[src/accel_settings.svh]
// Sizes and register map of the block-sparse matrix-vector engine
// Included by every RTL file that needs a width or a register offset
`ifndef ACCEL_SETTINGS_SVH
`define ACCEL_SETTINGS_SVH

// Block edge and element widths
`define ACCEL_BLOCK   4
`define ACCEL_DATA_W  8
`define ACCEL_ACC_W   32

// Table, dimension and register address widths
`define ACCEL_TBL_AW  8
`define ACCEL_DIM_W   8
`define ACCEL_REG_AW  8

// Register offsets
`define ACCEL_REG_CTRL    8'h00
`define ACCEL_REG_STATUS  8'h04
`define ACCEL_REG_MT      8'h08
`define ACCEL_REG_KT      8'h0C
`define ACCEL_REG_CYCLES  8'h10
`define ACCEL_REG_BLOCKS  8'h14

`endif

[src/accel_pkg.sv]
// Shared types of the engine, referred to by scoped names
`include "accel_settings.svh"

package accel_pkg;

    // One INT8 element and one accumulator
    typedef logic signed [`ACCEL_DATA_W-1:0] elem_t;
    typedef logic signed [`ACCEL_ACC_W-1:0]  acc_t;

    // Weight block, row-major, element (r,c) at index r*BLOCK+c
    typedef logic [`ACCEL_BLOCK*`ACCEL_BLOCK*`ACCEL_DATA_W-1:0] blk_t;

    // Activation slice for one block column
    typedef logic [`ACCEL_BLOCK*`ACCEL_DATA_W-1:0] slice_t;

    // Result beat, lane i holds row i of the block row
    typedef logic [`ACCEL_BLOCK*`ACCEL_ACC_W-1:0] res_t;

    typedef logic [`ACCEL_TBL_AW-1:0] tbl_addr_t;
    typedef logic [`ACCEL_DIM_W-1:0]  dim_t;
    typedef logic [`ACCEL_REG_AW-1:0] reg_addr_t;
    typedef logic [31:0]              word_t;

    // Target table of a host load
    typedef enum logic [1:0] {ROW_PTR, COL_IDX, WGT, ACT} tbl_sel_t;

endpackage

[src/accel_if.sv]
// Interfaces between the register block, scheduler, table store and multiplier
`include "accel_settings.svh"


// ----------------------------------------------------------
// Block stream from scheduler to multiplier
// ----------------------------------------------------------
interface blk_if;
    logic              valid;
    logic              ready;
    accel_pkg::blk_t   wgt;
    accel_pkg::slice_t act;
    // First and last block of a block row
    logic              first;
    logic              last;

    modport src  (output valid, wgt, act, first, last, input ready);
    modport sink (input valid, wgt, act, first, last, output ready);
endinterface

[src/block_mac.sv]
// Two-stage 4x4 block multiply-accumulate with a result holding register
// Products in stage 1, row sums into the accumulators in stage 2
`include "accel_settings.svh"

module block_mac (
    input  logic            clk,
    input  logic            reset,
    input  logic            result_ready,
    output logic            result_valid,
    output accel_pkg::res_t result_data,
    blk_if.sink             blk
);

    localparam int N  = `ACCEL_BLOCK;
    localparam int DW = `ACCEL_DATA_W;
    localparam int AW = `ACCEL_ACC_W;

    logic signed [2*DW-1:0] s1_prod [N*N];
    logic                   s1_valid;
    logic                   s1_first;
    logic                   s1_last;
    accel_pkg::acc_t        acc [N];
    accel_pkg::acc_t        acc_next [N];
    logic                   hold_valid;
    accel_pkg::res_t        hold;
    logic                   fire;

    // Stall while a beat waits or a row is finishing
    assign blk.ready    = ~hold_valid & ~(s1_valid & s1_last);
    assign fire         = blk.valid & blk.ready;
    assign result_valid = hold_valid;
    assign result_data  = hold;

    // ----------------------------------------------------------
    // Stage 1, signed products
    // ----------------------------------------------------------
    always_ff @(posedge clk) begin
        if (fire) begin
            s1_first <= blk.first;
            s1_last  <= blk.last;
            for (int r = 0; r < N; r++) begin
                for (int c = 0; c < N; c++) begin
                    s1_prod[r*N+c] <= accel_pkg::elem_t'(blk.wgt[(r*N+c)*DW +: DW])
                                    * accel_pkg::elem_t'(blk.act[c*DW +: DW]);
                end
            end
        end
    end

    // Stage 2 sums, cleared at the start of a row
    always_comb begin
        for (int r = 0; r < N; r++) begin
            acc_next[r] = s1_first ? '0 : acc[r];
            for (int c = 0; c < N; c++)
                acc_next[r] = acc_next[r] + s1_prod[r*N+c];
        end
    end

    always_ff @(posedge clk) begin
        if (s1_valid) begin
            for (int r = 0; r < N; r++)
                acc[r] <= acc_next[r];
        end
        // Finished row goes to the holding register
        if (s1_valid && s1_last) begin
            for (int r = 0; r < N; r++)
                hold[r*AW +: AW] <= acc_next[r];
        end
    end

    always_ff @(posedge clk) begin
        if (reset) begin
            s1_valid   <= 1'b0;
            hold_valid <= 1'b0;
        end else begin
            s1_valid <= fire;
            if (s1_valid && s1_last)
                hold_valid <= 1'b1;
            else if (hold_valid && result_ready)
                hold_valid <= 1'b0;
        end
    end

endmodule

[src/flat_wrapper.sv]
// flat-port wrapper written by rule: the top's interface ports become plain ports
module block_mac_flat 
  (clk, reset, result_ready, result_valid, result_data, blk_valid, blk_wgt, blk_act, blk_first, blk_last, blk_ready);
  blk_if blk_i ();
  input  logic clk;
  input  logic reset;
  input  logic result_ready;
  output logic result_valid;
  output accel_pkg::res_t result_data;
  input wire logic [$bits(blk_i.valid)-1:0] blk_valid;
  input wire logic [$bits(blk_i.wgt)-1:0] blk_wgt;
  input wire logic [$bits(blk_i.act)-1:0] blk_act;
  input wire logic [$bits(blk_i.first)-1:0] blk_first;
  input wire logic [$bits(blk_i.last)-1:0] blk_last;
  output wire logic [$bits(blk_i.ready)-1:0] blk_ready;
  assign blk_i.valid = blk_valid;
  assign blk_i.wgt = blk_wgt;
  assign blk_i.act = blk_act;
  assign blk_i.first = blk_first;
  assign blk_i.last = blk_last;
  assign blk_ready = blk_i.ready;
  block_mac u_core (.clk(clk), .reset(reset), .result_ready(result_ready), .result_valid(result_valid), .result_data(result_data), .blk(blk_i));
endmodule
[config.mk]
export PLATFORM = sky130hd
export DESIGN_NAME = block_mac_flat
export DESIGN_NICKNAME = d
export VERILOG_FILES = /design/src/accel_pkg.sv /design/src/accel_if.sv /design/src/block_mac.sv /design/src/flat_wrapper.sv
export VERILOG_INCLUDE_DIRS = /design/src
export SDC_FILE = /design/constraint.sdc
export NUM_CORES = 2
export LEC_CHECK = 0
export CAP_MARGIN = 40
export CORE_AREA = 2 2 295 414
export DETAILED_ROUTE_END_ITERATION = 8
export DIE_AREA = 0 0 297 416
export DONT_BUFFER_PORTS = 1
export PLACE_DENSITY = 0.75
export SLEW_MARGIN = 20
export SYNTH_ARGS = -nofsm -noshare
export SYNTH_HDL_FRONTEND = slang
export SYNTH_SLANG_ARGS = --single-unit
[constraint.sdc]
create_clock -name clk -period 15.4 [get_ports clk]
set_input_delay 3.08 -clock clk [delete_from_list [all_inputs] [get_ports clk]]
set_output_delay 3.08 -clock clk [all_outputs]
set_load 0.01 [all_outputs]
==> impl_metrics.ini <==
[cts]
cts_max_level = 2
cts_resized = 0
clk_latency_ns = 0.66
cts_buffer_depth = 3
clock_sinks = 516
post_cts_buffers = 0
path_clk_slew_ns = 0.07
cts_tree = done
cts_hold_buf = 0
root_buffer = clkbuf_16
cts_buffers = 56

[timing]
rsz0062_at_grt = no
setup_viol = 0
finalSetupTns_ns = 0
drv_slew = 0
period_minus_slack_ns = 7.10
hold_violations = 0
fin_crit_sh = 0.461
tightest_slew_ns = 0.937
fmax_mhz = 141
fin_skew_ns = 0.0299
slew-limit-headroom = 0.371

[synth]
synth-edff-count = 514
ys_warn_count = 0
synth_nets = 9023
synth_cell_types = 80
synth_top_flop_cell = edfxtp_1
synth_async_sr_flop_share = 0
syn_inst = 7045
synth_area_um2 = 71600
ys_ff_latch = 516
yosysSeqAreaShare = 0.216
syn_avg_cell_area_um2 = 10.2

[setup_path]
cp_cell_sequence = and2_1 > fa_1 > inv_1 > fa_1 > inv_1 > fa_1 > inv_1 > fa_1 > inv_1 > ha_1 > o21ai_0 > a21boi_0 > o21ai_0 > nand2b_1 > a21o_1 > a21o_1 > o311ai_0
setup.worst_path.start = blk_wgt[38]
r2r-start = u_core.s1_first$_DFFE_PP_
critical_path.max_stage_delay_ns = 0.65
startpoint_type = primary input
reg2reg_slack_ns = 9.44
critPathKind = primary input to register
end_kind = register
critPathSlowestCell = o311ai_0
crit_family = adder cells
critical_path_buf_inv_count = 4
cp_max_fo = 8
required_ns = 15.76
rr_worst_depth = 19
rr_endpoint = u_core.acc[1][30]$_DFFE_PP_
worstPathArrival_ns = 7.46

[global_route]
grt_pass1_wl_um = 273000
grt_pass1_vias = 50493
grt_max_degree = 71
grtUsageTotal = 0.286
grt-ovfl-total = 0
antenna_found_initial = 6

[cells_and_area]
nNetsFinal = 8994
final_cell_mix = inv_1 (2054), fa_1 (1219), and2_1 (687), ha_1 (593), edfxtp_1 (514)
nFillCells = 9782
area_delta_synth_final_pct = 5.28
drive_gt1_frac = 0.0283
layout_commonest_cell = inv_1

[drt]
ant_nets = 0
drc = 0
drtPass1Iterations = 6
wirelength_um = 171000
viasPerCell = 5.30
wl_per_cell_um = 19.7
drt_iter0_drc = 2254
vias = 45994

[worst_hold_path]
min_path_cells = 1
min_to = u_core.result_data[96]$_DFFE_PP_
hp-class = register to register
hp-start = u_core.s1_prod[1][112]$_DFFE_PP_

[floorplan]
core_um2 = 120000
die_y_um = 416
rows = 151
die_x_um = 297
start_util = 0.596
io_pins = 296
fp.dieArea_um2 = 124000

[placement]
dpl.hpwl_um = 143000
portBuffers = 0
place_congestion = 0.961

[run_status]
status = finished clean

[flow_run]
drv_cap = 0
==> Yosys cell counts (6+ instances only) <==
| cell type | count | area (um^2) |
|---|---|---|
| ha_1 | 593 | 7420 |
| nand4_1 | 24 | 150 |
| o21a_1 | 32 | 240 |
| a31oi_1 | 19 | 119 |
| o311a_1 | 22 | 220 |
| nor4_1 | 9 | 56.3 |
| nand3_1 | 20 | 100 |
| o21ai_0 | 103 | 515 |
| nand2b_1 | 167 | 1040 |
| a211oi_1 | 14 | 105 |
| edfxtp_1 | 514 | 15400 |
| or4_1 | 9 | 67.6 |
| nor3_1 | 49 | 245 |
| mux2_2 | 17 | 191 |
| xor2_1 | 61 | 534 |
| or3_1 | 11 | 68.8 |
| a21boi_0 | 34 | 255 |
| clkbuf_1 | 111 | 417 |
| and2_1 | 689 | 4310 |
| inv_1 | 2054 | 7710 |
| o21bai_1 | 12 | 90.1 |
| nor2b_1 | 171 | 1070 |
| nand2_1 | 285 | 1070 |
| nor2_1 | 131 | 492 |
| and3_1 | 16 | 100 |
| xnor2_1 | 295 | 2580 |
| or2_2 | 28 | 175 |
| o211ai_1 | 7 | 52.6 |
| fa_1 | 1219 | 24400 |
| o2111ai_1 | 6 | 52.6 |
| a21o_1 | 91 | 683 |
| a21oi_1 | 134 | 671 |
==> area by class of cell <==
| class | instances | area, um^2 | share of cell area |
|---|---|---|---|
| multi-input cells | 4358 | 48000 | 0.636 |
| flip-flops and latches | 516 | 15500 | 0.205 |
| diodes | 3 | 7.51 | 0.0000996 |
| inverters | 2054 | 7710 | 0.102 |
| well taps | 1606 | 2010 | 0.0267 |
| repair buffers | 30 | 354 | 0.00470 |
| clock buffers | 59 | 1410 | 0.0187 |
| clock inverters | 44 | 435 | 0.00578 |
==> registers in the layout, indices dropped and copies added (netlist names) <==
signal and count:
u_core.s1_valid 1, u_core.result_data 128, u_core.result_valid 1, u_core.s1_last 1
u_core.s1_first 1, u_core.acc 128, u_core.s1_prod 256
==> metrics by stage <==
stage / cells / instance area, um^2 / hold WS [ns] / worst slack (ns) / util
5_1_grt: 8667 / 75400 / 0.602 / 8.13 / 0.627
6_report: 8670 / 75400 / 0.580 / 8.30 / 0.627
4_1_cts: 8665 / 75300 / 0.576 / 8.39 / 0.627
3_3_place_gp: 8554 / 73300 / 0.559 / 7.79 / 0.610
3_5_place_dp: 8562 / 73500 / 0.567 / 7.70 / 0.612
2_1_floorplan: 7045 / 71600 / 0.537 / 4.16 / -
==> worst max path at each step <==
stage	endpoint	depth (start not counted)
floorplan	u_core.s1_first$_DFFE_PP_	3
global placement	u_core.s1_prod[0][78]$_DFFE_PP_	17
detailed placement	u_core.s1_prod[0][78]$_DFFE_PP_	17
CTS	u_core.s1_prod[0][78]$_DFFE_PP_	17
global route	u_core.s1_prod[0][78]$_DFFE_PP_	17
finish	u_core.s1_prod[0][78]$_DFFE_PP_	17
==> worst reg2reg max path, delay by kind of cell, from the launching register on <==
family / cells / cell delay (ns)
AO/OA/AOI/OAI: 8 / 1.96
XOR/XNOR: 1 / 0.22
adder cells (fa/ha/maj): 4 / 1.49
buffers and inverters: 5 / 1.55
flip-flops: 1 / 0.33
AND/OR/NAND/NOR: 1 / 0.23
==> per-layer routing <==
metal | vias up | GRT usage | routed length (um)
met5 | - | 0 | 0
met4 | 0 | 0.164 | 11900
met3 | 339 | 0.0431 | 9540
met2 | 1098 | 0.500 | 85700
met1 | 23423 | 0.335 | 63400
li1 | 21134 | - | -
==> cells by family (layout without fill, tap and decap cells) <==
logic type      Yosys count  in the layout  synth area share
simple gates           1622           1622             0.126
compound gates          546            546            0.0522
fa+ha+maj              1812           1812             0.444
xor+xnor                356            356            0.0435
flops                   516            516             0.216
other cells               0              3                 0
buf+inv                2171           2187             0.114
mux                      22             22           0.00337
Power is left out: the tool's default activity adds up to more than one toggle a clock period on the data nets, which glitch-free logic cannot reach.
