--- src/accel_settings.svh ---
// Sizes and register map of the block-sparse matrix-vector engine
// Included by every RTL file that needs a width or a register offset
`ifndef ACCEL_SETTINGS_SVH
`define ACCEL_SETTINGS_SVH

// Block edge and element widths
`define ACCEL_BLOCK   4
`define ACCEL_DATA_W  8
`define ACCEL_ACC_W   32

// Table, dimension and register address widths
`define ACCEL_TBL_AW  8
`define ACCEL_DIM_W   8
`define ACCEL_REG_AW  8

// Register offsets
`define ACCEL_REG_CTRL    8'h00
`define ACCEL_REG_STATUS  8'h04
`define ACCEL_REG_MT      8'h08
`define ACCEL_REG_KT      8'h0C
`define ACCEL_REG_CYCLES  8'h10
`define ACCEL_REG_BLOCKS  8'h14

`endif

--- src/accel_pkg.sv ---
// Shared types of the engine, referred to by scoped names
`include "accel_settings.svh"

package accel_pkg;

    // One INT8 element and one accumulator
    typedef logic signed [`ACCEL_DATA_W-1:0] elem_t;
    typedef logic signed [`ACCEL_ACC_W-1:0]  acc_t;

    // Weight block, row-major, element (r,c) at index r*BLOCK+c
    typedef logic [`ACCEL_BLOCK*`ACCEL_BLOCK*`ACCEL_DATA_W-1:0] blk_t;

    // Activation slice for one block column
    typedef logic [`ACCEL_BLOCK*`ACCEL_DATA_W-1:0] slice_t;

    // Result beat, lane i holds row i of the block row
    typedef logic [`ACCEL_BLOCK*`ACCEL_ACC_W-1:0] res_t;

    typedef logic [`ACCEL_TBL_AW-1:0] tbl_addr_t;
    typedef logic [`ACCEL_DIM_W-1:0]  dim_t;
    typedef logic [`ACCEL_REG_AW-1:0] reg_addr_t;
    typedef logic [31:0]              word_t;

    // Target table of a host load
    typedef enum logic [1:0] {ROW_PTR, COL_IDX, WGT, ACT} tbl_sel_t;

endpackage

--- src/accel_if.sv ---
// Interfaces between the register block, scheduler, table store and multiplier
`include "accel_settings.svh"

// ----------------------------------------------------------
// Run control between register block and scheduler
// ----------------------------------------------------------
interface cfg_if;
    logic              start;
    accel_pkg::dim_t   mt;
    accel_pkg::dim_t   kt;
    logic              busy;
    // Single-cycle pulse at the end of a run
    logic              done;
    // One pulse per accepted nonzero block
    logic              blk_issued;

    modport src  (output start, mt, kt, input busy, done, blk_issued);
    modport sink (input start, mt, kt, output busy, done, blk_issued);
endinterface


--- src/accel_csr.sv ---
// Host register block: run control, MT/KT, status and performance counters
// Accepts every request and returns read data one cycle later
`include "accel_settings.svh"

module accel_csr (
    input  logic                 clk,
    input  logic                 reset,
    input  logic                 reg_valid,
    input  logic                 reg_write,
    input  accel_pkg::reg_addr_t reg_addr,
    input  accel_pkg::word_t     reg_wdata,
    output accel_pkg::word_t     reg_rdata,
    output logic                 reg_rvalid,
    cfg_if.src                   cfg
);

    logic             wr_en;
    logic             rd_en;
    logic             idle;
    logic             done_sticky;
    accel_pkg::dim_t  mt_q;
    accel_pkg::dim_t  kt_q;
    accel_pkg::word_t cycles;
    accel_pkg::word_t blocks;
    accel_pkg::word_t rd_mux;

    assign wr_en = reg_valid & reg_write;
    assign rd_en = reg_valid & ~reg_write;
    // A start already pending counts as busy
    assign idle  = ~cfg.busy & ~cfg.start;

    assign cfg.mt = mt_q;
    assign cfg.kt = kt_q;

    // ----------------------------------------------------------
    // Control and configuration
    // ----------------------------------------------------------
    always_ff @(posedge clk) begin
        if (reset) begin
            cfg.start   <= 1'b0;
            mt_q        <= '0;
            kt_q        <= '0;
            done_sticky <= 1'b0;
            cycles      <= '0;
            blocks      <= '0;
        end else begin
            // CTRL bit 0 while idle, one cycle to the pulse
            cfg.start <= wr_en && reg_addr == `ACCEL_REG_CTRL && reg_wdata[0] && idle;
            if (wr_en && idle && reg_addr == `ACCEL_REG_MT)
                mt_q <= reg_wdata[`ACCEL_DIM_W-1:0];
            if (wr_en && idle && reg_addr == `ACCEL_REG_KT)
                kt_q <= reg_wdata[`ACCEL_DIM_W-1:0];
            // Counters and done flag restart with each run
            if (cfg.start) begin
                done_sticky <= 1'b0;
                cycles      <= '0;
                blocks      <= '0;
            end else begin
                if (cfg.done)
                    done_sticky <= 1'b1;
                if (cfg.busy)
                    cycles <= cycles + 1'b1;
                if (cfg.blk_issued)
                    blocks <= blocks + 1'b1;
            end
        end
    end

    // ----------------------------------------------------------
    // Read path
    // ----------------------------------------------------------
    always_comb begin
        case (reg_addr)
            `ACCEL_REG_STATUS: rd_mux = {30'd0, done_sticky, cfg.busy};
            `ACCEL_REG_MT:     rd_mux = {{(32-`ACCEL_DIM_W){1'b0}}, mt_q};
            `ACCEL_REG_KT:     rd_mux = {{(32-`ACCEL_DIM_W){1'b0}}, kt_q};
            `ACCEL_REG_CYCLES: rd_mux = cycles;
            `ACCEL_REG_BLOCKS: rd_mux = blocks;
            // CTRL is write only, unmapped reads zero
            default:           rd_mux = '0;
        endcase
    end

    always_ff @(posedge clk) begin
        if (reset)
            reg_rvalid <= 1'b0;
        else
            reg_rvalid <= rd_en;
        reg_rdata <= rd_mux;
    end

endmodule

--- src/flat_wrapper.sv ---
// flat-port wrapper written by rule: the top's interface ports become plain ports
module accel_csr_flat 
  (clk, reset, reg_valid, reg_write, reg_addr, reg_wdata, reg_rdata, reg_rvalid, cfg_start, cfg_mt, cfg_kt, cfg_busy, cfg_done, cfg_blk_issued);
  cfg_if cfg_i ();
  input  logic clk;
  input  logic reset;
  input  logic reg_valid;
  input  logic reg_write;
  input  accel_pkg::reg_addr_t reg_addr;
  input  accel_pkg::word_t reg_wdata;
  output accel_pkg::word_t reg_rdata;
  output logic reg_rvalid;
  output wire logic [$bits(cfg_i.start)-1:0] cfg_start;
  output wire logic [$bits(cfg_i.mt)-1:0] cfg_mt;
  output wire logic [$bits(cfg_i.kt)-1:0] cfg_kt;
  input wire logic [$bits(cfg_i.busy)-1:0] cfg_busy;
  input wire logic [$bits(cfg_i.done)-1:0] cfg_done;
  input wire logic [$bits(cfg_i.blk_issued)-1:0] cfg_blk_issued;
  assign cfg_start = cfg_i.start;
  assign cfg_mt = cfg_i.mt;
  assign cfg_kt = cfg_i.kt;
  assign cfg_i.busy = cfg_busy;
  assign cfg_i.done = cfg_done;
  assign cfg_i.blk_issued = cfg_blk_issued;
  accel_csr u_core (.clk(clk), .reset(reset), .reg_valid(reg_valid), .reg_write(reg_write), .reg_addr(reg_addr), .reg_wdata(reg_wdata), .reg_rdata(reg_rdata), .reg_rvalid(reg_rvalid), .cfg(cfg_i));
endmodule
--- config.mk ---
export PLATFORM = sky130hd
export DESIGN_NAME = accel_csr_flat
export DESIGN_NICKNAME = d
export VERILOG_FILES = /design/src/accel_pkg.sv /design/src/accel_if.sv /design/src/accel_csr.sv /design/src/flat_wrapper.sv
export VERILOG_INCLUDE_DIRS = /design/src
export SDC_FILE = /design/constraint.sdc
export NUM_CORES = 1
export LEC_CHECK = 0
export BUFFER_PORTS_ARGS = -buffer_cell sky130_fd_sc_hd__buf_4
export CORE_MARGIN = 2
export CORE_UTILIZATION = 35
export CTS_BUF_LIST = sky130_fd_sc_hd__clkbuf_16
export DETAILED_ROUTE_END_ITERATION = 8
export SETUP_SLACK_MARGIN = 0.3
export SYNTH_ARGS = -nofsm -noshare
export SYNTH_HDL_FRONTEND = slang
export SYNTH_SLANG_ARGS = --single-unit
--- constraint.sdc ---
create_clock -name clk -period 2.8 [get_ports clk]
set_input_delay 0.56 -clock clk [delete_from_list [all_inputs] [get_ports clk]]
set_output_delay 0.56 -clock clk [all_outputs]
set_load 0.005 [all_outputs]
==> flow_metrics.env <==
export IMPL_synth_fp_nets=599
export IMPL_rsz0062_at_grt="false"
export IMPL_syn_area_mm2=0.00499
export IMPL_multi_input_area_mm2=0.00253
export IMPL_hold_path_class="in2reg"
export IMPL_grt_max_degree=32
export IMPL_cp_max_fo=14
export IMPL_busiest_layer="met2"
export IMPL_ys_seq_area_share_pct=46.2
export IMPL_routed_wl_um=12600
export IMPL_synthArstFlopShare_pct=0
export IMPL_grt_ovfl_total=0
export IMPL_drt_vias_per_instance=5.42
export IMPL_grt_pass1_vias=4376
export IMPL_nNetsFinal=669
export IMPL_use_met3_pct=4.06
export IMPL_startpoint_type="register"
export IMPL_syn_to_final_growth_pct=26.0
export IMPL_synth_top_area_cell="dfxtp_1"
export IMPL_core_area_mm2=0.0139
export IMPL_maxCapViolations=0
export IMPL_fin_crit_sh_pct=79.1
export IMPL_endpoint_kind="register"
export IMPL_peakVddDrop_mv=0.432
export IMPL_clkLatencyLatePin_ps=410
export IMPL_crit_type="reg2reg"
export IMPL_yosysWarnings=0
export IMPL_synth_common_cells="dfxtp_1, nor2_1, mux2i_1"
export IMPL_cts_hold_buf=0
export IMPL_slew_violations=0
export IMPL_wl_per_cell_um=15.5
export IMPL_dpl_hpwl_um=8680
export IMPL_dr_pass1_iters=4
export IMPL_r2r_start="u_core.blocks[3]"
export IMPL_synth_area_top_cells="dfxtp_1, mux2i_1, nor2_1"
export IMPL_drt_drc_violations_left=0
export IMPL_syn_area_per_cell_um2=9.07
export IMPL_num_io_pins=97
export IMPL_antenna_found_initial=0
export IMPL_track_usage_pct=17.8
export IMPL_synth_edf_count=0
export IMPL_portBuffers=72
export IMPL_relSlewSlack_pct=54.1
export IMPL_setup_tns_ps=0
export IMPL_gp_congestion=0.882
export IMPL_initial_core_util_pct=35.9
export IMPL_die_h_um=123
export IMPL_tritoncts="built"
export IMPL_row_count=43
export IMPL_hold_path_cell_count=2
export IMPL_power_leakage_nw=2.30
export IMPL_fillers=1337
export IMPL_synth_top_area_share_pct=46.2
export IMPL_seqCellArea_mm2=0.00230
export IMPL_ctsResizeCount=0
export IMPL_fin_skew_ps=6.05
export IMPL_setup_ws_ps=584
export IMPL_period_minus_slack_ps=2220
export IMPL_detailed_place_area_mm2=0.00571
export IMPL_tightest_slew_ps=685
export IMPL_die_w_um=123
export IMPL_num_vias=4409
export IMPL_cts_root_buf="clkbuf_16"
export IMPL_drt_iter0_drc=310
export IMPL_r2r_slack_ps=580
export IMPL_use_met1_pct=21.4
export IMPL_finalSetupViolations=0
export IMPL_rr_endpoint="u_core.blocks[17]"
export IMPL_synth_seq_cells=115
export IMPL_required_ps=3140
export IMPL_post_cts_buffers=0
export IMPL_drive_above_1_share_pct=19.0
export IMPL_diodes=0
export IMPL_met2_usage_pct=30.2
export IMPL_crit_arrival_ps=2550
export IMPL_die_area_mm2=0.0152
export IMPL_min_from="reg_write"
export IMPL_fmax_ghz=0.451
export IMPL_final_area_mm2=0.00628
export IMPL_holdPathEnd="u_core.reg_rvalid"
export IMPL_synth_cells=550
export IMPL_yosysUniqueCellTypes=42
export IMPL_outcome="finished clean"
export IMPL_r2r_cells=4
export IMPL_hold_ws_ps=325
export IMPL_detail_route_antenna_nets=0
export IMPL_power_total_mw=3.83
export IMPL_power_density_mw_per_mm2=610
export IMPL_path_clk_slew_ps=50
export IMPL_synth_most_common_cell="dfxtp_1"
export IMPL_hold_violations=0
export IMPL_cts_htree_levels=4
export IMPL_cts_path_max_buffers=2
export IMPL_synthFlopType="dfxtp_1"
export IMPL_grt_pass1_wl_um=21000
export IMPL_numCtsBuffers=17
export IMPL_pre_cts_ws_ps=338
export IMPL_numClockSinks=115
[how the worst max path moves through the flow]
stage	endpoint	start	slack, ps
2_1_floorplan	u_core.cfg.kt[0]	reg_addr[5]	700
3_3_place_gp	u_core.cfg.kt[4]	reg_addr[4]	370
3_5_place_dp	u_core.cfg.kt[3]	reg_addr[4]	340
4_1_cts	u_core.blocks[17]	u_core.blocks[4]	580
5_1_grt	u_core.blocks[17]	u_core.blocks[4]	430
6_report	u_core.blocks[17]	u_core.blocks[3]	580
[worst max-delay path, cell delays in order, from the launching register on]
cell and delay, ps:
dfxtp_1 450, nand4_1 310, or3_1 640, or4_1 580, a21oi_1 160
[placed cells by master, fill, tap and decap left out, types with 20 or more instances in the layout]
cell     instances
a21oi_1         37
buf_4           84
dfxtp_1        115
mux2i_1         51
nand2_1         24
nand3_1         20
nand4_1         27
nor2_1          75
o31ai_1         24
or4_1           24
[through the flow]
stage / instances / util (%)
finish: 813 / 45.3
global route: 813 / 45.3
CTS: 813 / 45.3
detailed placement: 781 / 41.2
global placement: 781 / 41.2
floorplan: 550 / -
[registers in the layout, indices dropped and copies added, names as in the netlist]
name / count
u_core.cycles: 32
u_core.cfg.start: 1
u_core.reg_rdata: 32
u_core.cfg.mt: 8
u_core.done_sticky: 1
u_core.cfg.kt: 8
u_core.blocks: 32
u_core.reg_rvalid: 1
[per-layer routing]
| layer | up-vias | wire length (µm) |
|---|---|---|
| met1 | 2131 | 5630 |
| li1 | 2183 | - |
| met3 | 14 | 378 |
| met2 | 81 | 6420 |
| met4 | 0 | 178 |
| met5 | - | 0 |
[power by group]
group | switching [mW] | internal, mW | total, mW
sequential | 0.00890 | 1.65 | 1.65
combinational | 0.0630 | 0.0501 | 0.113
clock | 0.767 | 1.30 | 2.06
[cells by family after synthesis]
| logic type | share of synthesized area, % |
|---|---|
| AND/OR/NAND/NOR | 24.1 |
| multiplexers | 10.5 |
| XOR/XNOR | 3.69 |
| adder cells (fa/ha/maj) | 0.502 |
| buffers and inverters | 3.31 |
| flip-flops | 46.2 |
| AO/OA/AOI/OAI | 11.8 |
[layout make-up]
type / instances / share of cell area, %
Multi-Input combinational cell: 394 / 40.2
Sequential cell: 115 / 36.6
Timing Repair Buffer: 84 / 10.0
Clock buffer: 17 / 6.77
Tap cell: 180 / 3.58
Clock inverter: 15 / 2.29
Inverter: 8 / 0.478
No activity file was read; power rests on OpenSTA's default activity.
