--- src/accel_settings.svh ---
// Sizes and register map of the block-sparse matrix-vector engine
// Included by every RTL file that needs a width or a register offset
`ifndef ACCEL_SETTINGS_SVH
`define ACCEL_SETTINGS_SVH

// Block edge and element widths
`define ACCEL_BLOCK   4
`define ACCEL_DATA_W  8
`define ACCEL_ACC_W   32

// Table, dimension and register address widths
`define ACCEL_TBL_AW  8
`define ACCEL_DIM_W   8
`define ACCEL_REG_AW  8

// Register offsets
`define ACCEL_REG_CTRL    8'h00
`define ACCEL_REG_STATUS  8'h04
`define ACCEL_REG_MT      8'h08
`define ACCEL_REG_KT      8'h0C
`define ACCEL_REG_CYCLES  8'h10
`define ACCEL_REG_BLOCKS  8'h14

`endif

--- src/accel_pkg.sv ---
// Shared types of the engine, referred to by scoped names
`include "accel_settings.svh"

package accel_pkg;

    // One INT8 element and one accumulator
    typedef logic signed [`ACCEL_DATA_W-1:0] elem_t;
    typedef logic signed [`ACCEL_ACC_W-1:0]  acc_t;

    // Weight block, row-major, element (r,c) at index r*BLOCK+c
    typedef logic [`ACCEL_BLOCK*`ACCEL_BLOCK*`ACCEL_DATA_W-1:0] blk_t;

    // Activation slice for one block column
    typedef logic [`ACCEL_BLOCK*`ACCEL_DATA_W-1:0] slice_t;

    // Result beat, lane i holds row i of the block row
    typedef logic [`ACCEL_BLOCK*`ACCEL_ACC_W-1:0] res_t;

    typedef logic [`ACCEL_TBL_AW-1:0] tbl_addr_t;
    typedef logic [`ACCEL_DIM_W-1:0]  dim_t;
    typedef logic [`ACCEL_REG_AW-1:0] reg_addr_t;
    typedef logic [31:0]              word_t;

    // Target table of a host load
    typedef enum logic [1:0] {ROW_PTR, COL_IDX, WGT, ACT} tbl_sel_t;

endpackage

--- src/accel_if.sv ---
// Interfaces between the register block, scheduler, table store and multiplier
`include "accel_settings.svh"

// ----------------------------------------------------------
// Run control between register block and scheduler
// ----------------------------------------------------------
interface cfg_if;
    logic              start;
    accel_pkg::dim_t   mt;
    accel_pkg::dim_t   kt;
    logic              busy;
    // Single-cycle pulse at the end of a run
    logic              done;
    // One pulse per accepted nonzero block
    logic              blk_issued;

    modport src  (output start, mt, kt, input busy, done, blk_issued);
    modport sink (input start, mt, kt, output busy, done, blk_issued);
endinterface

// ----------------------------------------------------------
// Table read ports, data one cycle after address
// ----------------------------------------------------------
interface tbl_rd_if;
    accel_pkg::tbl_addr_t ptr_addr;
    accel_pkg::tbl_addr_t col_addr;
    accel_pkg::tbl_addr_t wgt_addr;
    accel_pkg::tbl_addr_t act_addr;
    accel_pkg::tbl_addr_t ptr_data;
    accel_pkg::tbl_addr_t col_data;
    accel_pkg::blk_t      wgt_data;
    accel_pkg::slice_t    act_data;

    modport store (input ptr_addr, col_addr, wgt_addr, act_addr,
                   output ptr_data, col_data, wgt_data, act_data);
    modport sched (output ptr_addr, col_addr, wgt_addr, act_addr,
                   input ptr_data, col_data, wgt_data, act_data);
endinterface

// ----------------------------------------------------------
// Block stream from scheduler to multiplier
// ----------------------------------------------------------
interface blk_if;
    logic              valid;
    logic              ready;
    accel_pkg::blk_t   wgt;
    accel_pkg::slice_t act;
    // First and last block of a block row
    logic              first;
    logic              last;

    modport src  (output valid, wgt, act, first, last, input ready);
    modport sink (input valid, wgt, act, first, last, output ready);
endinterface

--- src/bsr_scheduler.sv ---
// Walks the BSR tables block row by block row and issues nonzero blocks
// Empty rows go out as one zero block so every row yields a result
`include "accel_settings.svh"

module bsr_scheduler (
    input  logic    clk,
    input  logic    reset,
    cfg_if.sink     cfg,
    tbl_rd_if.sched rd,
    blk_if.src      blk
);

    typedef enum logic [2:0] {
        IDLE, PTR_LO, PTR_HI, COL, DATA, ISSUE, ROW_END, DRAIN
    } state_t;

    state_t               state;
    accel_pkg::dim_t      row;
    accel_pkg::tbl_addr_t idx;
    accel_pkg::tbl_addr_t end_idx;
    logic                 empty;
    logic                 first_q;
    logic                 ready_q;
    logic                 fire;

    assign fire     = blk.valid & blk.ready;
    assign cfg.busy = (state != IDLE);
    // Zero blocks of empty rows are not counted
    assign cfg.blk_issued = fire & ~empty;

    // ----------------------------------------------------------
    // Table addresses
    // ----------------------------------------------------------
    // Row start in PTR_LO, then row end held for the whole row
    assign rd.ptr_addr = (state == PTR_LO) ? row : row + 1'b1;
    // Column, weight and slice follow idx, so data stays stable in ISSUE
    assign rd.col_addr = idx;
    assign rd.wgt_addr = idx;
    assign rd.act_addr = rd.col_data;

    // ----------------------------------------------------------
    // Block stream
    // ----------------------------------------------------------
    assign blk.valid = (state == ISSUE);
    assign blk.wgt   = empty ? '0 : rd.wgt_data;
    // Columns beyond KT contribute nothing
    assign blk.act   = (empty || rd.col_data >= cfg.kt) ? '0 : rd.act_data;
    assign blk.first = first_q;
    assign blk.last  = empty || (idx + 1'b1 == end_idx);

    always_ff @(posedge clk) begin
        if (reset) begin
            state    <= IDLE;
            cfg.done <= 1'b0;
            ready_q  <= 1'b0;
            first_q  <= 1'b1;
        end else begin
            cfg.done <= 1'b0;
            ready_q  <= blk.ready;
            case (state)
                IDLE: begin
                    if (cfg.start) begin
                        row     <= '0;
                        first_q <= 1'b1;
                        // Nothing to do for zero block rows
                        if (cfg.mt == '0)
                            cfg.done <= 1'b1;
                        else
                            state <= PTR_LO;
                    end
                end
                PTR_LO: state <= PTR_HI;
                PTR_HI: begin
                    idx   <= rd.ptr_data;
                    state <= COL;
                end
                COL: begin
                    // Row end pointer arrives here
                    end_idx <= rd.ptr_data;
                    empty   <= (rd.ptr_data == idx);
                    state   <= (rd.ptr_data == idx) ? ISSUE : DATA;
                end
                DATA: state <= ISSUE;
                ISSUE: begin
                    if (fire) begin
                        first_q <= 1'b0;
                        if (blk.last) begin
                            state <= ROW_END;
                        end else begin
                            idx   <= idx + 1'b1;
                            state <= COL;
                        end
                    end
                end
                ROW_END: begin
                    if (row + 1'b1 == cfg.mt) begin
                        state <= DRAIN;
                    end else begin
                        row     <= row + 1'b1;
                        first_q <= 1'b1;
                        state   <= PTR_LO;
                    end
                end
                // Ready is low while the final beat is held, it rises once taken
                DRAIN: begin
                    if (blk.ready && !ready_q) begin
                        cfg.done <= 1'b1;
                        state    <= IDLE;
                    end
                end
                default: state <= IDLE;
            endcase
        end
    end

endmodule

--- src/flat_wrapper.sv ---
// flat-port wrapper written by rule: the top's interface ports become plain ports
module bsr_scheduler_flat 
  (clk, reset, cfg_start, cfg_mt, cfg_kt, cfg_busy, cfg_done, cfg_blk_issued, rd_ptr_addr, rd_col_addr, rd_wgt_addr, rd_act_addr, rd_ptr_data, rd_col_data, rd_wgt_data, rd_act_data, blk_valid, blk_wgt, blk_act, blk_first, blk_last, blk_ready);
  cfg_if cfg_i ();
  tbl_rd_if rd_i ();
  blk_if blk_i ();
  input  logic clk;
  input  logic reset;
  input wire logic [$bits(cfg_i.start)-1:0] cfg_start;
  input wire logic [$bits(cfg_i.mt)-1:0] cfg_mt;
  input wire logic [$bits(cfg_i.kt)-1:0] cfg_kt;
  output wire logic [$bits(cfg_i.busy)-1:0] cfg_busy;
  output wire logic [$bits(cfg_i.done)-1:0] cfg_done;
  output wire logic [$bits(cfg_i.blk_issued)-1:0] cfg_blk_issued;
  output wire logic [$bits(rd_i.ptr_addr)-1:0] rd_ptr_addr;
  output wire logic [$bits(rd_i.col_addr)-1:0] rd_col_addr;
  output wire logic [$bits(rd_i.wgt_addr)-1:0] rd_wgt_addr;
  output wire logic [$bits(rd_i.act_addr)-1:0] rd_act_addr;
  input wire logic [$bits(rd_i.ptr_data)-1:0] rd_ptr_data;
  input wire logic [$bits(rd_i.col_data)-1:0] rd_col_data;
  input wire logic [$bits(rd_i.wgt_data)-1:0] rd_wgt_data;
  input wire logic [$bits(rd_i.act_data)-1:0] rd_act_data;
  output wire logic [$bits(blk_i.valid)-1:0] blk_valid;
  output wire logic [$bits(blk_i.wgt)-1:0] blk_wgt;
  output wire logic [$bits(blk_i.act)-1:0] blk_act;
  output wire logic [$bits(blk_i.first)-1:0] blk_first;
  output wire logic [$bits(blk_i.last)-1:0] blk_last;
  input wire logic [$bits(blk_i.ready)-1:0] blk_ready;
  assign cfg_i.start = cfg_start;
  assign cfg_i.mt = cfg_mt;
  assign cfg_i.kt = cfg_kt;
  assign cfg_busy = cfg_i.busy;
  assign cfg_done = cfg_i.done;
  assign cfg_blk_issued = cfg_i.blk_issued;
  assign rd_ptr_addr = rd_i.ptr_addr;
  assign rd_col_addr = rd_i.col_addr;
  assign rd_wgt_addr = rd_i.wgt_addr;
  assign rd_act_addr = rd_i.act_addr;
  assign rd_i.ptr_data = rd_ptr_data;
  assign rd_i.col_data = rd_col_data;
  assign rd_i.wgt_data = rd_wgt_data;
  assign rd_i.act_data = rd_act_data;
  assign blk_valid = blk_i.valid;
  assign blk_wgt = blk_i.wgt;
  assign blk_act = blk_i.act;
  assign blk_first = blk_i.first;
  assign blk_last = blk_i.last;
  assign blk_i.ready = blk_ready;
  bsr_scheduler u_core (.clk(clk), .reset(reset), .cfg(cfg_i), .rd(rd_i), .blk(blk_i));
endmodule
--- config.mk ---
export PLATFORM = sky130hd
export DESIGN_NAME = bsr_scheduler_flat
export DESIGN_NICKNAME = d
export VERILOG_FILES = /design/src/accel_pkg.sv /design/src/accel_if.sv /design/src/bsr_scheduler.sv /design/src/flat_wrapper.sv
export VERILOG_INCLUDE_DIRS = /design/src
export SDC_FILE = /design/constraint.sdc
export NUM_CORES = 1
export LEC_CHECK = 0
export BUFFER_PORTS_ARGS = -buffer_cell sky130_fd_sc_hd__clkbuf_2
export CAP_MARGIN = 40
export CORE_AREA = 5 5 151 153
export CTS_CLUSTER_DIAMETER = 150
export DETAILED_ROUTE_END_ITERATION = 12
export DIE_AREA = 0 0 156 158
export HOLD_SLACK_MARGIN = 0.12
export SYNTH_ARGS = -nofsm -noshare
export SYNTH_HDL_FRONTEND = slang
export SYNTH_SLANG_ARGS = --single-unit
--- constraint.sdc ---
create_clock -name clk -period 5.5 [get_ports clk]
set_input_delay 0.275 -clock clk [delete_from_list [all_inputs] [get_ports clk]]
set_output_delay 0.275 -clock clk [all_outputs]
set_load 0.005 [all_outputs]
==> results of run 1 <==
## worst max-delay path: cells and delay by family, from the launching register on
| kind | cells | cell delay [ns] |
|---|---|---|
| compound gates | 1 | 0.60 |
| xor+xnor | 1 | 0.28 |
| fa+ha+maj | 1 | 0.29 |
| buf+inv | 1 | 0.29 |
| flops | 1 | 0.47 |
| simple gates | 4 | 0.54 |
## synthesized netlist by cell type (3+ instances only)
master and number:
xnor3_1 4, and3_1 7, nand4_1 4, xnor2_1 24, o21ai_0 12, inv_1 12
edfxtp_1 25, a21boi_0 32, nor2b_1 130, xor2_1 13, buf_4 16, nand3_1 6
ha_1 10, a21o_1 3, nor4_1 5, xor3_1 3, clkbuf_1 26, dfxtp_1 6
a211oi_1 3, nand2_1 28, nor3_1 8, nor2_1 21
## power by group
part / total [uW] / switching, uW / internal (uW)
Clock: 275 / 97.0 / 178
Sequential: 286 / 19.2 / 267
Combinational: 321 / 153 / 167
## per-layer routing
metal / GRT usage / vias to the layer above / share of wire
met5: 0 / - / 0
met4: 0.02376 / 0 / 0.0071
met3: 0.09732 / 6 / 0.15
met2: 0.2254 / 174 / 0.46
met1: 0.1812 / 1975 / 0.38
li1: - / 2104 / -
## final cells by class
class | count | share of cell area
Multi-Input combinational cell | 336 | 0.4039
Timing Repair Buffer | 399 | 0.3502
Sequential cell | 31 | 0.1512
Tap cell | 280 | 0.06083
Clock buffer | 6 | 0.02411
Inverter | 12 | 0.007821
Clock inverter | 2 | 0.001955
## worst max path at each step
| stage | startpoint | end | slack, ns |
|---|---|---|---|
| 6_report | u_core.row[0] | u_core.row[5] | 2.73 |
| 4_1_cts | u_core.row[0] | u_core.row[5] | 2.72 |
| 2_1_floorplan | u_core.row[0] | u_core.row[0] | 3.06 |
| 3_5_place_dp | u_core.row[0] | u_core.row[7] | 2.77 |
| 5_1_grt | u_core.row[0] | u_core.row[5] | 2.55 |
| 3_3_place_gp | u_core.row[0] | u_core.row[5] | 2.65 |
## per-stage QoR
step,utilization,power (uW)
after detailed placement,0.2619,613.4
after global routing,0.2689,938.8
after floorplan,-,440.2
after CTS,0.2689,893.6
final,0.2689,881.3
after global placement,0.2610,611.0
## registers in the layout, summed over array words and instances, names as in the netlist
| register | count |
|---|---|
| u_core.blk.first | 1 |
| u_core.cfg.done | 1 |
| u_core.empty | 1 |
| u_core.end_idx | 8 |
| u_core.rd.col_addr | 8 |
| u_core.ready_q | 1 |
| u_core.row | 8 |
| u_core.state | 3 |
## kinds of logic after synthesis
family                   after synthesis
AO/OA/AOI/OAI                         58
flip-flops                            31
adder cells (fa/ha/maj)               10
multiplexers                           1
buffers and inverters                 56
XOR/XNOR                              44
AND/OR/NAND/NOR                      223
==> flow_summary.toml, run 1 <==
[layout]
nets = 991
multiInputGateArea_um2 = 2326
area_delta_synth_final_pct = 65.87
fillers = 2338
drive_above_1_share = 0.5280
regArea_um2 = 870.8
layout_common_cells = "393 x clkbuf_2, 130 x nor2b_1, 32 x a21boi_0, 28 x nand2_1, 25 x edfxtp_1"
finalInstanceArea_um2 = 5759
finalNonFillerCells = 1066
final_common_cell = "clkbuf_2"
diodes = 0

[clocking]
numCtsBuffers = 5
clk_path_buf_depth = 2
ctsHtreeMaxLevel = 2
insertion_delay_ns = 0.28
cts_resized = 0
clock_tree.root_cell = "clkbuf_16"
clk_pin_slew_ns = 0.05
cts_tree = "yes"
cts.sinks = 31
cts_hold_buf = 0
post_cts_buffers = 0

[synth]
synth_cells = 423
synth-edff-count = 25
syn-num-nets = 629
syn_area_um2 = 3472
ys_seq_elements = 31
synth_seq_area_share = 0.2508
synth_fa_ha_area_frac = 0.03604
async_reset_ff_frac = 0
synth_top_cells_by_area = "nor2b_1 23%, edfxtp_1 22%, a21boi_0 6.9%, xnor2_1 6.1%, ha_1 3.6%"
yosysWarnings = 0
synth_compound_area_frac = 0.1153
synth_ff_type = "edfxtp_1"
synth_mux_area_frac = 0.003243
synth_top_family_by_area = "simple AND/OR/NAND/NOR gates"
yosys.area_share.simple = 0.3744
synth_top_area_share = 0.2342
synthDistinctLibCells = 43
syn_avg_cell_area_um2 = 8.208
synth_xor_area_frac = 0.1398
synth_top_cell_by_area = "nor2b_1"

[timing]
rsz0062_at_grt = "false"
worst_pin_slew_ns = 0.7511
fin_crit_sh = 0.5028
min_period_ns = 2.765
fin_ws_ns = 2.735
finalSetupTns_ns = 0
slew_viol_final = 0
finClkSkew_ns = 0.006130
fmax_mhz = 361.6
relSlewSlack = 0.4993
worst_hold_slack_ns = 0.2174
finalHoldViolations = 0
finalSetupViolations = 0

[drt]
final_antenna_net_count = 0
routed_wl_um = 20120
routedWlPerCell_um = 18.87
via_per_inst = 3.995
via_count = 4259
firstDrtPassIters = 4
route.detailed.drc = 0
drt_iter0_markers = 151

[placed_design]
dp.cells = 1058
post-place-ws_ns = 2.768
dp_hpwl_um = 17830
placed_area_um2 = 5609
place_congestion = 0.8559
portBuffers = 393

[global_routing]
grt_pass1_vias = 4242
antenna_found_initial = 0
grt_max_degree = 82
grt.total_usage = 0.1491
grt_first_pass_wirelength_um = 27540
overflow = 0

[die]
die_height_um = 158
die_area_um2 = 24650
initial_core_util = 0.1621
io_pins = 394
chipWidth_um = 156
core-area_um2 = 21420
placementRows = 54

[hold_path]
hold_class = "input port to register"
holdCritStartpoint = "rd_ptr_data[3]"
min_path_cells = 1
worstHoldEndpoint = "u_core.end_idx[3]"

[setup_path]
crit_path_max_fanout = 5
worstReg2RegStart = "u_core.row[0]"
r2r_slack_ns = 2.73
reg2regPathDepth = 8
crit_required_ns = 5.48
arrival_ns = 2.75
r2r-end = "u_core.row[5]"
critPathKind = "register to register"
endpoint_kind = "register"
cp_cell_sequence = "ha_1 > nand2_1 > nor2_1 > xnor3_1 > nand2_1 > nor4_2 > a211oi_1 > buf_2"
startpoint_type = "register"
path_common_cell = "nand2_1"
slowest_stage = "a211oi_1"
cp_slowest_stage_delay_ns = 0.60

[pwr]
p_per_area_nw_per_um2 = 153.0
p_leak_uw = 0.003027
vdd_drop_max_mv = 0.08629

[status]
status = "completed"

[flow_run]
maxCapViolCount = 0
Power figures use the tool's default switching activity.
==> run 2: changes to the inputs <==
ABC_AREA = 1   (was default)
CORE_AREA = 5 5 148 150   (was 5 5 151 153)
DIE_AREA = 0 0 153 155   (was 0 0 156 158)
clock period = 2.72 ns   (was 5.5 ns; I/O delays follow)
==> run 2 against run 1 <==
Combinational power grew to 2.6 times the previous value. Sequential cell count is the same. Largest cell class is now buffers. Maximum frequency grew 16%. Largest power group unchanged. Cell area grew 7.5%. Total power grew 130%. Critical path type unchanged. Global-route usage grew 3.4 points.
==> flow_summary.toml, run 2 <==
[synth]
ys_top_cells_by_count = "216 x inv_1, 192 x nor2_1, 101 x nand2_1, 33 x nand3_1, 25 x edfxtp_1"
synth_seq_area_share = 0.2310
ys_seq_elements = 31
syn_avg_cell_area_um2 = 5.440
syn_area_um2 = 3770
synth_cells = 693
yosysWarnings = 0
syn-num-nets = 899
synth_top_cell_by_area = "inv_1"
synth_top_area_share = 0.2151
synth_ff_type = "edfxtp_1"
async_reset_ff_frac = 0
yosysMostFrequentCell = "inv_1"
synth-edff-count = 25
synthDistinctLibCells = 38
synth_top_cells_by_area = "inv_1 22%, edfxtp_1 20%, nor2_1 19%, nand2_1 10%, nand3_1 4.4%"

[layout]
drive_above_1_share = 0.4007
post-route-util = 0.3012
final_common_cell = "clkbuf_2"
area_delta_synth_final_pct = 64.25
nets = 1278
layout_common_cells = "393 x clkbuf_2, 216 x inv_1, 192 x nor2_1, 101 x nand2_1, 33 x nand3_1"

[timing]
finalHoldViolations = 0
relSlewSlack = 0.5695
worst_pin_slew_ns = 0.6457
finClkSkew_ns = 0.005682
rsz0062_at_grt = "false"
fmax_mhz = 418.3
finalSetupViolations = 0
slew_viol_final = 0
finalSetupTns_ns = 0
fin_crit_sh = 0.8788
min_period_ns = 2.390

[drt]
via_count = 5407
drt_iter0_markers = 341
final_antenna_net_count = 0
route.detailed.drc = 0
routedWlPerCell_um = 17.17
firstDrtPassIters = 5
routed_wl_um = 23180
via_per_inst = 4.005

[setup_path]
path_common_cell = "nand2_1"
reg2regPathDepth = 12
critPathKind = "register to register"
crit_path_max_fanout = 8
crit_family = "simple AND/OR/NAND/NOR gates"
crit_required_ns = 2.71
arrival_ns = 2.38
cp_slowest_stage_delay_ns = 0.50
worstReg2RegStart = "u_core.rd.col_addr[0]"
path_buf_inv = 1
r2r-end = "u_core.rd.col_addr[2]"
startpoint_type = "register"
slowest_stage = "edfxtp_1"
r2r_slack_ns = 0.33
cp_cell_sequence = "ha_1 > nand2_1 > nor2_2 > nand2_1 > nand2_1 > nand3_1 > nand2_1 > nor2_1 > nand3_2 > nand3_1 > a211oi_1 > buf_4"
endpoint_kind = "register"

[pwr]
p_leak_uw = 0.004176
vdd_drop_max_mv = 0.2427
p_per_area_nw_per_um2 = 333.8

[die]
chipWidth_um = 153
initial_core_util = 0.1834
core-area_um2 = 20560
die_height_um = 155
io_pins = 394
die_area_um2 = 23720
placementRows = 53

[clocking]
cts_tree = "yes"
cts.sinks = 31
insertion_delay_ns = 0.28
clk_pin_slew_ns = 0.06
cts_resized = 0
ctsHtreeMaxLevel = 2
clock_tree.root_cell = "clkbuf_16"
numCtsBuffers = 5
clk_path_buf_depth = 2

[global_routing]
grt_pass1_vias = 5255
grt_max_degree = 79
antenna_found_initial = 13
grt_first_pass_wirelength_um = 33050
overflow = 0
grt.total_usage = 0.1827

[placed_design]
dp_hpwl_um = 20940
place_congestion = 0.9203
portBuffers = 393

[hold_path]
min_path_cells = 2
hold_class = "input port to register"
holdCritStartpoint = "reset"
worstHoldEndpoint = "u_core.state[2]"

[status]
status = "completed"

[flow_run]
maxCapViolCount = 0
==> run 2: changes by cell type in the layout (fill, tap and decap cells not counted), moves of 10 or more <==
cell | before | now
nand2_1 | 28 | 101
a21boi_0 | 32 | 1
nor2b_1 | 130 | 0
xnor2_1 | 24 | 2
nand3_1 | 6 | 33
nor2_1 | 21 | 192
inv_1 | 12 | 216
xor2_1 | 13 | 3
==> run 2: worst max-delay path by stage <==
stage / end / depth (start not counted) / slack, ns / start
5_1_grt: u_core.rd.col_addr[2] / 12 / 0.10 / u_core.rd.col_addr[0]
3_3_place_gp: u_core.rd.col_addr[2] / 12 / 0.40 / u_core.rd.col_addr[0]
3_5_place_dp: u_core.rd.col_addr[4] / 12 / 0.33 / u_core.rd.col_addr[0]
6_report: u_core.rd.col_addr[2] / 12 / 0.33 / u_core.rd.col_addr[0]
2_1_floorplan: u_core.rd.col_addr[0] / 11 / 0.24 / u_core.rd.col_addr[0]
4_1_cts: u_core.rd.col_addr[4] / 12 / 0.32 / u_core.rd.col_addr[0]
==> run 2: area by class of cell <==
class,instances,area (um^2)
sequential,31,870.8
clock inverter,3,38.79
clock buffer,5,125.1
timing repair buffer,408,2112
multi-input combinational,406,1871
fill,2380,14370
inverter,220,825.8
antenna,2,5.005
tap,275,344.1
==> run 2: kinds of logic after synthesis <==
| group | synth area share |
|---|---|
| AND/OR/NAND/NOR | 0.4043 |
| AO/OA/AOI/OAI | 0.04713 |
| buffers and inverters | 0.2728 |
| XOR/XNOR | 0.01162 |
| flip-flops | 0.2310 |
| adder cells (fa/ha/maj) | 0.03319 |
==> run 2: what timing repair did <==
action,4_1_cts,5_1_grt
hold buffers,8,0
setup buffers,0,0
endpoints found under the hold margin,8,0
==> run 2: power by group <==
group / internal [uW] / switching (uW) / total (uW) / leakage (uW)
combinational: 351 / 469 / 820 / 0.00381
sequential: 559 / 50.1 / 609 / 0.000280
clock: 427 / 211 / 637 / 0.0000812
total: 1340 / 730 / 2070 / 0.00418
==> run 2: routing by layer <==
layer,part of all wire,wire [um],vias to the layer above,GRT usage
li1,-,-,2725,-
met1,0.44,10310,2346,0.2476
met2,0.41,9543,282,0.2681
met3,0.13,2931,32,0.09430
met4,0.011,254,22,0.02121
met5,0.0063,147,-,0
==> run 2: per-stage QoR <==
stage	total power (uW)	instance area (um^2)	std cells	setup WS, ns	hold slack, ns
floorplan	998.0	3770	693	0.2373	0.1984
finish	2067	6192	1350	0.3295	0.1386
global placement	1425	5943	1332	0.4001	0.3628
detailed placement	1430	5943	1332	0.3300	0.3656
CTS	2081	6187	1348	0.3227	0.1311
global route	2202	6190	1349	0.1034	0.1380
